==> config.mk <==
export PLATFORM = sky130hd
export DESIGN_NAME = register_file
export DESIGN_NICKNAME = d
export VERILOG_FILES = /design/src/datapath_pkg.sv /design/src/register_file.sv
export VERILOG_INCLUDE_DIRS = /design/src
export SDC_FILE = /design/constraint.sdc
export NUM_CORES = 1
export LEC_CHECK = 0
export ABC_CLOCK_PERIOD_IN_PS = 5720
export BUFFER_PORTS_ARGS = -buffer_cell sky130_fd_sc_hd__buf_2
export CAP_MARGIN = 10
export CORE_ASPECT_RATIO = 0.6
export CORE_MARGIN = 3
export CORE_UTILIZATION = 25
export CTS_CLUSTER_DIAMETER = 40
export DETAILED_ROUTE_END_ITERATION = 6
export SYNTH_ARGS = -nofsm -noshare
export SYNTH_HDL_FRONTEND = slang
export SYNTH_SLANG_ARGS = --single-unit
==> constraint.sdc <==
create_clock -name clk -period 5.72 [get_ports clk]
set_input_delay 0.858 -clock clk [delete_from_list [all_inputs] [get_ports clk]]
set_output_delay 0.858 -clock clk [all_outputs]
set_load 0.02 [all_outputs]
==> src/datapath_defines.svh <==
`ifndef DATAPATH_DEFINES_SVH
`define DATAPATH_DEFINES_SVH

// Bus and register word
`define WORD_WIDTH 32

// General registers, selected by 4-bit IR fields
`define NUM_GPR 16
`define GPR_SEL_WIDTH 4

// RAM geometry, addressed by the low bits of MAR
`define RAM_DEPTH 512
`define RAM_ADDR_WIDTH 9

// ALU operation code
`define OPCODE_WIDTH 5

// Immediate constant at the bottom of the IR
`define CONST_WIDTH 19

`endif

==> src/datapath_pkg.sv <==
`include "datapath_defines.svh"

package datapath_pkg;

    // One bus word
    typedef logic [`WORD_WIDTH-1:0] word_t;

    // ALU result and Z register layout
    typedef struct packed {
        word_t hi;
        word_t lo;
    } z_pair_t;

    // Codes not listed here give a zero result
    typedef enum logic [`OPCODE_WIDTH-1:0] {
        add    = 5'd0,
        sub    = 5'd1,
        and_op = 5'd2,
        or_op  = 5'd3,
        shr    = 5'd4,
        shra   = 5'd5,
        shl    = 5'd6,
        ror    = 5'd7,
        rol    = 5'd8,
        mul    = 5'd9,
        div    = 5'd10,
        neg    = 5'd11,
        not_op = 5'd12
    } alu_op_e;

    // Bus source strobes
    typedef struct packed {
        logic r_out;
        logic ba_out;
        logic hi_out;
        logic lo_out;
        logic zhi_out;
        logic zlo_out;
        logic pc_out;
        logic mdr_out;
        logic inport_out;
        logic c_out;
    } bus_src_t;

    // Register file controls
    typedef struct packed {
        logic gra;
        logic grb;
        logic grc;
        logic r_in;
        logic r_out;
        logic ba_out;
    } reg_sel_t;

    // One cycle's control word
    typedef struct packed {
        bus_src_t src;
        logic     gra;
        logic     grb;
        logic     grc;
        logic     r_in;
        logic     hi_in;
        logic     lo_in;
        logic     y_in;
        logic     z_in;
        logic     ir_in;
        logic     mar_in;
        logic     mdr_in;
        logic     pc_in;
        logic     con_in;
        logic     outport_in;
        logic     read;
        logic     ram_write;
        logic     inc_pc;
        alu_op_e  opcode;
    } micro_ctrl_t;

    // IR layout; the constant is rc followed by low, bits 18 to 0
    typedef struct packed {
        logic [`OPCODE_WIDTH-1:0]                 op;
        logic [`GPR_SEL_WIDTH-1:0]                ra;
        logic [`GPR_SEL_WIDTH-1:0]                rb;
        logic [`GPR_SEL_WIDTH-1:0]                rc;
        logic [`CONST_WIDTH-`GPR_SEL_WIDTH-1:0]   low;
    } ir_fields_t;

endpackage

==> src/register_file.sv <==
`timescale 1ns/1ps
`include "datapath_defines.svh"

module register_file
    import datapath_pkg::*;
(
    input  logic       clk,
    input  logic       reset,
    input  reg_sel_t   sel,
    input  ir_fields_t ir,
    input  word_t      bus,
    output word_t      gpr_data,
    output word_t      c_sext
);

    word_t                      regs [`NUM_GPR];
    logic [`GPR_SEL_WIDTH-1:0]  reg_idx;
    logic                       field_valid;
    logic [`NUM_GPR-1:0]        write_en;
    logic [`CONST_WIDTH-1:0]    const_field;

    // Field select, first asserted wins
    always_comb begin
        field_valid = 1'b1;
        if (sel.gra) begin
            reg_idx = ir.ra;
        end else if (sel.grb) begin
            reg_idx = ir.rb;
        end else if (sel.grc) begin
            reg_idx = ir.rc;
        end else begin
            reg_idx     = '0;
            field_valid = 1'b0;
        end
    end

    // One-hot write decode
    always_comb begin
        write_en = '0;
        if (sel.r_in && field_valid) begin
            write_en[reg_idx] = 1'b1;
        end
    end

    always_ff @(posedge clk) begin
        if (reset) begin
            for (int i = 0; i < `NUM_GPR; i++) begin
                regs[i] <= '0;
            end
        end else begin
            for (int i = 0; i < `NUM_GPR; i++) begin
                if (write_en[i]) begin
                    regs[i] <= bus;
                end
            end
        end
    end

    // Base-address use of R0 reads as zero
    always_comb begin
        gpr_data = '0;
        if (sel.ba_out && reg_idx == '0) begin
            gpr_data = '0;
        end else if (sel.r_out || sel.ba_out) begin
            gpr_data = regs[reg_idx];
        end
    end

    // Sign-extended 19-bit constant
    assign const_field = {ir.rc, ir.low};
    assign c_sext = {{(`WORD_WIDTH-`CONST_WIDTH){const_field[`CONST_WIDTH-1]}}, const_field};

endmodule

* Word level (Yosys, flattened, before mapping)
Memory sizes are Yosys's and may differ from the RTL's.
Index checks and enable logic that the tools add are counted.
Widths: inputs -> output; s select.
** Cells by class
- Reduce and logical (&&, ||, !) cells :: 5
- Bitwise operators :: 16
- Muxes and demuxes :: 77
- Magnitude comparators :: 2
** Operators by type and width (count)
- $mux 32 :: 18
- $mux 1 :: 54
- $mux 16 :: 1
- $or 1x1->1 :: 16
- $mux 4 :: 3
- $lt 4x5->1 const B :: 1
- $demux 1 s4 :: 1
- $ge 4x1->1 const B :: 1
- $logic_not 4->1 :: 1
- $logic_and 1x1->1 :: 3
- $logic_or 1x1->1 :: 1
** Storage, ports and cells
- Word-level logic and storage cells :: 101
- Bits of input ports :: 72
- Output and inout bits :: 64
- Bits in registers :: 0
- Bits in writable memories :: 512
- Memories kept :: 1
** Memory list
- regs :: depth 16, width 32, read ports 1, clocked after memory_dff 0, write ports 16, line register_file.sv:16 : word_t regs [`NUM_GPR];

* Longest topological paths before layout
Gate-level depths: netlist of run 1.
- Depth after elaboration :: 12
- Depth in mapped cells :: 10
- Mapped depth without buffers :: 6

* Worst setup path before layout of run 1
Ideal clock, no wire load.
- Path type :: input-to-output
- Start :: input sel[4] (netlist bit)
- End :: output gpr_data[21]
- Arrival :: 2558 ps
- Buffers on the path :: 4
- Data required time :: 4862 ps
- Stages :: 10
- Setup slack :: 2304 ps
- Cells stage by stage :: buf_4 > nand3b_4 > a22o_1 > buf_2 > buf_6 > buf_6 > mux2i_1 > a221oi_1 > a21oi_1 > a21oi_1
** Between the ends
- Longest elaborated chain between the ends :: 5
- Elaborated cells between the ends (all ways) :: 7
- Classes of those cells :: 4 x mux; 2 x reduce/logical; 1 x memory
** RTL lines
- start: declaration :: line register_file.sv:9 : input reg_sel_t sel,
- $mux 4 (*) :: line register_file.sv:27 : end else if (sel.grb) begin
- $mux 4 (*) :: line register_file.sv:25 : if (sel.gra) begin
- $mem_v2 16x32 / $logic_not 4->1 (equally long branches)
- $mux 32 / $logic_and 1x1->1 (equally long branches) :: line register_file.sv:64, register_file.sv:62
- $mux 32 (*) :: line register_file.sv:62 : if (sel.ba_out && reg_idx == '0) begin
- end: declaration :: line register_file.sv:12 : output word_t gpr_data,
Every way passes the cells marked *; elsewhere a longest branch is shown, timed or not.

* Final worst setup path of run 1
- Start :: input sel[5] (netlist bit)
- End :: output gpr_data[13]
** Between the ends
- Longest elaborated chain between the ends :: 4
- Elaborated cells between the ends (all ways) :: 6
- Classes of those cells :: 3 x mux; 2 x reduce/logical; 1 x memory
** RTL lines (line)
- $mux 4 (*) :: register_file.sv:25
- $mem_v2 16x32 / $logic_not 4->1 (equally long branches)
- $mux 32 / $logic_and 1x1->1 (equally long branches) :: register_file.sv:64, register_file.sv:62
- $mux 32 (*) :: register_file.sv:62
Marked as above.

==> results.md, run 1 <==
* GPL Wtd Cong at 0.752
* Residual DRC count at 0
* Final setup vio count at 0
* Crit. End Element: output port
* Total Routing Usage GR at 13.6%
* CTS Hold Bufs at 0
* Mapped Nets at 2014
* Total CTS buffers at 53
* Share of cells above drive strength 1 at 13.3%
* Core ar. at 88600 µm²
* First-pass GRT wire length at 96600 µm
* Slew Viols, Final at 0
* Gate Count Post-Synth at 1942
* FP Rows at 84
* Biggest register: regs
* Most frequent cells in the layout: 512 x edfxtp_1, 381 x nand2_1, 321 x nor2_1
* CP Data Required Time at 4860 ps
* CTS tree: yes
* Cell variety after synth at 33
* IO Pins at 136
* Most frequent CP cell: buf_2
* Gr ovfl total at 0
* Vias post-DR at 14900
* Mean post-synth cell area at 11.6 µm²
* DRT Pass-1 Iters at 6
* RSZ-0062 raised after global routing: false
* Final setup TNS at 0 ps
* Vias per cell at 4.66
* Post-DP HPWL at 37200 µm
* Die area at 94200 µm²
* Multi-input gate area at 6240 µm²
* Nets at 2020
* IO buf count at 100
* LEAKAGE at 9.60 nW
* Crit path cell chain: buf_2 -> a21oi_4 -> a22o_4 -> buf_4 -> nand2_1 -> and3_1 -> o21ai_0 -> and4_1 -> buf_2
* Hold Fails Final Rpt at 0
* Root Buffer Master: clkbuf_16
* Pin count of the biggest net entering global routing at 98
* Worst Setup EP: gpr_data[13]
* FMAX at 0.220 GHz
* Layout Utilization at 29.1%
* Post-cts resize count at 0
* Switch Pwr at 2.29 mW
* Period utilization at 79.6%
* CP max stage delay at 680 ps
* DRT iter0 DRCs at 1823
* Combinational fraction of design power at 11.8%
* CP bufs+invs at 3
* Hold Path Class: in -> reg
* Initial cell density of the core at 25.5%
* Seq pwr share at 50.4%
* Final min period at 4560 ps
* Dpl ws at 1200 ps
* Worst-path clk slew at 60 ps
* Seq/Total Area, Yosys at 68.0%
* Antenna violations before repair at 1
* Top Registers: regs (512)
* Actual slew at the worst max-slew pin at 1180 ps
* Max reg flops at 512
* Number of global-route vias before repair at 13800
* Sequential cell area at 15400 µm²
* Outcome: completed
* Worst slew margin at 21.7%
* CP Class: in -> out
* Post-synthesis register bit count at 512
* Total routed wirelength at 65800 µm
* Area grow syn2layout at 14.2%
* P_int at 6.63 mW
* Clock sink count at 512
* Setup ws final at 1160 ps
* CP Launch Type: input pin
* Worst-path fanout max at 68
* Die extent in y at 239 µm
* Hold Startpoint: bus[27]
* Antenna diodes at 0
* Critical Path Stages at 9
* Chip Width at 394 µm
* Crit-path leading delay family: compound AO/OA/AOI/OAI gates
* Filler instances at 9005
* Number of max-cap violations at 0
* Synthesis Warnings at 0
* CP arrival at 3700 ps
* PD cells at 346 nW/µm²
* Antenna Nets Post-Route at 0
* # Post-CTS Setup Buffers at 0
* Clock Power Share at 37.8%
* Worst Setup SP: sel[5]
* Wire per inst at 20.6 µm
* Leading cell type in the layout, fill and taps excluded: edfxtp_1
* Switching Share at 25.6%
* Worst VDD drop at 0.223 mV
* Netlist Area Pre-Place at 22600 µm²
* Cell at the slowest stage of the critical path: a22o_4
* Htree depth at 2
* Longest Clk Path Bufs at 3
[how the worst min path moves through the flow]
stage	slack, ps	depth (start not counted)	endpoint
finish	890	3	regs[7][27]
global placement	1460	3	regs[9][27]
floorplan	1100	2	regs[1][31]
detailed placement	1470	3	regs[8][27]
global route	880	3	regs[4][27]
CTS	850	3	regs[4][27]
[cell usage after synthesis]
| cell type | instances | area (µm²) |
|---|---|---|
| o21a_1 | 1 | 7.51 |
| a32oi_1 | 1 | 8.76 |
| a31o_2 | 4 | 35.0 |
| buf_2 | 68 | 340 |
| and3_1 | 186 | 1160 |
| clkbuf_4 | 1 | 7.51 |
| and3b_1 | 1 | 8.76 |
| nor2_1 | 323 | 1210 |
| a21oi_1 | 10 | 50.1 |
| a41o_1 | 1 | 10.0 |
| o21ai_1 | 21 | 105 |
| nor2_2 | 1 | 6.26 |
| o31ai_1 | 1 | 7.51 |
| nand2b_1 | 43 | 269 |
| nor2b_1 | 4 | 25.0 |
| o21ai_0 | 73 | 365 |
| buf_6 | 2 | 22.5 |
| a22oi_4 | 1 | 21.3 |
| inv_1 | 33 | 124 |
| a21oi_4 | 3 | 48.8 |
| nand3b_1 | 2 | 15.0 |
| nor3_2 | 4 | 40.0 |
| a21o_1 | 3 | 22.5 |
| a221oi_1 | 32 | 280 |
| mux2i_1 | 63 | 631 |
| clkbuf_1 | 80 | 300 |
| nand2_1 | 391 | 1470 |
| buf_4 | 41 | 308 |
| nand3b_4 | 1 | 20.0 |
| a22oi_1 | 3 | 22.5 |
| edfxtp_1 | 512 | 15400 |
| a22o_1 | 1 | 8.76 |
| and4_1 | 31 | 272 |
[power by group through the flow]
stage / sequential, mW / combinational [mW] / clock [mW]
detailed placement: 4.57 / 1.06 / 0
floorplan: 4.55 / 0.666 / 0
global route: 4.51 / 1.15 / 3.58
CTS: 4.49 / 1.07 / 3.41
finish: 4.49 / 1.06 / 3.37
global placement: 4.56 / 1.06 / 0
[per-layer routing]
| metal | global-route usage, % | up-vias | wire (µm) | share of wire, % |
|---|---|---|---|---|
| met1 | 20.5 | 7470 | 30800 | 47 |
| met5 | 0 | - | 0 | 0 |
| met3 | 2.34 | 73 | 5080 | 7.7 |
| met2 | 20.4 | 563 | 28800 | 44 |
| li1 | - | 6773 | - | - |
| met4 | 2.79 | 0 | 1030 | 1.6 |
[kinds of logic after synthesis]
kind of cell,count (synthesis),synth area share [%]
muxes,63,2.79
DFF,512,68.0
AOI/OAI and AO/OA,155,4.40
and+or+nand+nor,987,19.9
buffers and inverters,225,4.88
[stage by stage]
| stage | power (mW) | std cells | hold slack, ps | area, µm² |
|---|---|---|---|---|
| CTS | 8.97 | 3192 | 852 | 25800 |
| global placement | 5.62 | 3097 | 1460 | 24100 |
| global route | 9.24 | 3192 | 884 | 25800 |
| detailed placement | 5.63 | 3097 | 1470 | 24100 |
| floorplan | 5.22 | 1942 | 1100 | 22600 |
| finish | 8.92 | 3192 | 887 | 25800 |
[final cells by class]
cell class / instances / share of cell area [%]
Timing Repair Buffer: 143 / 3.48
Tap cell: 1204 / 5.84
Inverter: 33 / 0.480
Clock inverter: 30 / 0.979
Sequential cell: 512 / 59.6
Multi-Input combinational cell: 1205 / 24.2
Clock buffer: 65 / 5.48
[tightest hold or removal path, stage by stage]
cell	delay [ps]
buf_2	80
nand2b_1	240
nor2_1	170
Note: power is estimated with default switching activity, not from simulation.
==> run 2: changes to the inputs <==
- ABC_CLOCK_PERIOD_IN_PS: 5720 -> 4100
- clock period: 5.72 -> 4.1 ns (I/O delays scaled with it)
==> results.md, run 2 (same netlist as run 1, synthesis figures left out) <==
* Worst-path clk slew at 60 ps
* Crit. End Element: output port
* Core ar. at 88600 µm²
* Residual DRC count at 0
* Vias post-DR at 14900
* Antenna Nets Post-Route at 0
* Leading cell type in the layout, fill and taps excluded: edfxtp_1
* Cell at the slowest stage of the critical path: buf_4
* Initial cell density of the core at 25.5%
* Fin area at 26100 µm²
* Placed inst area at 24400 µm²
* Filler instances at 8978
* Nets at 2039
* Clock sink count at 512
* CP bufs+invs at 3
* Share of cells above drive strength 1 at 13.7%
* Post-DP HPWL at 38000 µm
* Actual slew at the worst max-slew pin at 1280 ps
* DRT iter0 DRCs at 1516
* CTS Hold Bufs at 0
* Chip Width at 394 µm
* Max reg flops at 512
* Hold Fails Final Rpt at 0
* Most frequent cells in the layout: 512 x edfxtp_1, 381 x nand2_1, 321 x nor2_1
* # Post-CTS Setup Buffers at 0
* Crit path cell chain: buf_2 -> a21oi_4 -> a22o_4 -> buf_4 -> nand2_1 -> and3_1 -> o21ai_0 -> and4_1 -> buf_2
* Worst VDD drop at 0.354 mV
* Wire per inst at 20.4 µm
* Area grow syn2layout at 15.6%
* Number of max-cap violations at 0
* Pin count of the biggest net entering global routing at 82
* Vias per cell at 4.63
* Worst slew margin at 14.4%
* PD cells at 479 nW/µm²
* Total CTS buffers at 53
* Biggest register: regs
* IO Pins at 136
* CP Data Required Time at 3480 ps
* Total Routing Usage GR at 13.5%
* Post-cts resize count at 0
* Period utilization at 83.0%
* CP arrival at 2790 ps
* Worst-path fanout max at 26
* Die extent in y at 239 µm
* First-pass GRT wire length at 95300 µm
* Most frequent CP cell: buf_2
* Root Buffer Master: clkbuf_16
* RSZ-0062 raised after global routing: false
* Longest Clk Path Bufs at 3
* Die area at 94200 µm²
* Total routed wirelength at 65500 µm
* CP Launch Type: input pin
* Htree depth at 2
* WHS Path Cells at 3
* Top Registers: regs (512)
* Final min period at 3400 ps
* Outcome: completed
* Dpl ws at 638 ps
* Final setup TNS at 0 ps
* Final setup vio count at 0
* Hold Path Class: in -> reg
* Hold Startpoint: bus[26]
* FP Rows at 84
* Critical Path Stages at 9
* Worst Setup SP: sel[5]
* IO buf count at 100
* FMAX at 0.294 GHz
* GPL Wtd Cong at 0.769
* Number of global-route vias before repair at 14000
* Setup ws final at 697 ps
* LEAKAGE at 9.73 nW
* Slew Viols, Final at 0
* CTS tree: yes
* CP Class: in -> out
* CP max stage delay at 380 ps
* Layout Utilization at 29.5%
* Antenna violations before repair at 0
* Crit-path leading delay family: compound AO/OA/AOI/OAI gates
* DRT Pass-1 Iters at 5
* Gr ovfl total at 0
run 2: through the flow:
| step | std cells | total power [mW] | hold slack, ps |
|---|---|---|---|
| floorplan | 1942 | 7.28 | 861 |
| global placement | 3116 | 7.88 | 1220 |
| detailed placement | 3116 | 7.90 | 1230 |
| CTS | 3212 | 12.6 | 623 |
| global route | 3212 | 13.0 | 653 |
| finish | 3213 | 12.5 | 633 |
run 2: routing by layer:
metal  up-vias  part of all wire [%]  global-route usage (%)
li1       6798                     -                       -
met1      7437                    47                    20.2
met2       540                    44                    20.4
met3        87                   7.1                    2.14
met4         0                   2.0                    3.04
met5         -                     0                       0
run 2: where the power goes:
| part | switching [mW] | internal, mW |
|---|---|---|
| Combinational | 1.04 | 0.473 |
| Sequential | 0.0937 | 6.17 |
| Clock | 1.99 | 2.76 |
| Total | 3.12 | 9.40 |
run 2: path summary, 6_finish.rpt:
check                          to  slack, ps
worst min-delay path  regs[6][26]        630
worst max-delay path  gpr_data[5]        700
run 2: final cells by class:
class                           instances  area [µm²]  area share [%]
Tap cell                             1204        1510            5.76
Clock buffer                           69        1390            5.30
Inverter                               33         124           0.474
Multi-Input combinational cell       1205        6240            23.9
Sequential cell                       512       15400            58.8
Timing Repair Buffer                  162        1200            4.61
Antenna cell                            1        2.50         0.00957
Clock inverter                         27         298            1.14
run 2: worst min-delay path, cell delays in order:
cell and delay (ps):
buf_2 80, nand2b_1 240, nor2_1 160
==> run 3: changes to the inputs <==
- ABC_CLOCK_PERIOD_IN_PS: 4100 -> 3200
- clock period: 4.1 -> 3.2 ns (I/O delays scaled with it)
==> results.md, run 3 (same netlist as run 1, synthesis figures left out) <==
* Pin count of the biggest net entering global routing at 48
* CP bufs+invs at 4
* DRT iter0 DRCs at 1639
* Antenna diodes at 0
* Worst Setup SP: sel[4]
* Leading cell type in the layout, fill and taps excluded: edfxtp_1
* CP max stage delay at 380 ps
* CP Class: in -> out
* LEAKAGE at 10.2 nW
* Worst VDD drop at 0.484 mV
* Hold Path Class: in -> reg
* Total routed wirelength at 67800 µm
* Initial cell density of the core at 25.5%
* Residual DRC count at 0
* Final setup TNS at 0 ps
* Gr ovfl total at 0
* Min Hold Slack at 425 ps
* Die extent in y at 239 µm
* PD cells at 616 nW/µm²
* Longest Clk Path Bufs at 3
* IO buf count at 100
* Crit. End Element: output port
* CP Launch Type: input pin
* CTS tree: yes
* GPL Wtd Cong at 0.776
* Number of global-route vias before repair at 14300
* CTS Hold Bufs at 0
* FMAX at 0.319 GHz
* Root Buffer Master: clkbuf_16
* Vias post-DR at 15300
* Hold Fails Final Rpt at 0
* Share of cells above drive strength 1 at 17.4%
* Core ar. at 88600 µm²
* Area grow syn2layout at 20.5%
* Slew Viols, Final at 0
* FP Rows at 84
* Crit path cell chain: buf_2 -> and3b_1 -> o21a_4 -> buf_12 -> nor2_4 -> buf_12 -> a221oi_1 -> and4_1 -> buf_2
* DRT Pass-1 Iters at 6
* Worst slew margin at 47.7%
* Max reg flops at 512
* Cell at the slowest stage of the critical path: and4_1
* Total CTS buffers at 61
* Actual slew at the worst max-slew pin at 785 ps
* Outcome: completed
* RSZ-0062 raised after global routing: false
* Period utilization at 98.0%
* Most frequent cells in the layout: 512 x edfxtp_1, 381 x nand2_1, 321 x nor2_1
* CP arrival at 2660 ps
* Placed Cells at 3175
* Layout Utilization at 30.7%
* Nets at 2107
* Antenna Nets Post-Route at 0
* Worst-path fanout max at 19
* First-pass GRT wire length at 98800 µm
* Total power at 16.8 mW
* Total Routing Usage GR at 14.1%
* Die area at 94200 µm²
* Non-filler instance count after layout at 3289
* Chip Width at 394 µm
* Worst-path clk slew at 60 ps
* Wire per inst at 20.6 µm
* Hold Startpoint: bus[7]
* CP Data Required Time at 2720 ps
* IO Pins at 136
* Htree depth at 2
* Number of max-cap violations at 0
* Final setup vio count at 0
* Post-DP HPWL at 41100 µm
* Vias per cell at 4.64
* Antenna violations before repair at 1
* Clock sink count at 512
* Top Registers: regs (512)
* Crit-path leading delay family: simple AND/OR/NAND/NOR gates
* Final min period at 3140 ps
* Biggest register: regs
## run 3: area by class of cell
type,count,area [µm²]
clock buffers,73,1570
clock inverters,40,357
fillers,8924,61400
inverters,33,124
multi-input cells,1205,6240
flip-flops and latches,512,15400
well taps,1204,1510
repair buffers,222,2070
## run 3: repair_timing
action / CTS / global route
setup endpoints to repair: 0 / 4
setup buffers: 0 / 1
gates resized for setup: 0 / 0
## run 3: per-layer routing
layer | track usage [%] | wire (µm) | up-vias | part of all wire, %
li1 | - | - | 6950 | -
met1 | 20.7 | 30600 | 7565 | 45
met2 | 21.5 | 29900 | 650 | 44
met3 | 2.36 | 5790 | 94 | 8.5
met4 | 3.69 | 1400 | 0 | 2.1
met5 | 0 | 0 | - | 0
## run 3: report_power, final
part	switching (mW)	internal (mW)
sequential	0.122	7.91
clock	2.83	3.77
combinational	1.38	0.759
## run 3: through the flow
stage | area, µm² | setup WS (ps)
final | 27200 | 64.2
after global routing | 27200 | 0.349
after CTS | 27200 | 36.8
after detailed placement | 25300 | 37.9
after global placement | 25300 | 61.3
after floorplan | 22600 | 405
## run 3: final timing paths
path,endpoint,slack (ps),depth (start not counted)
worst max-delay path,gpr_data[9],60,9
worst min-delay path,regs[2][7],430,3
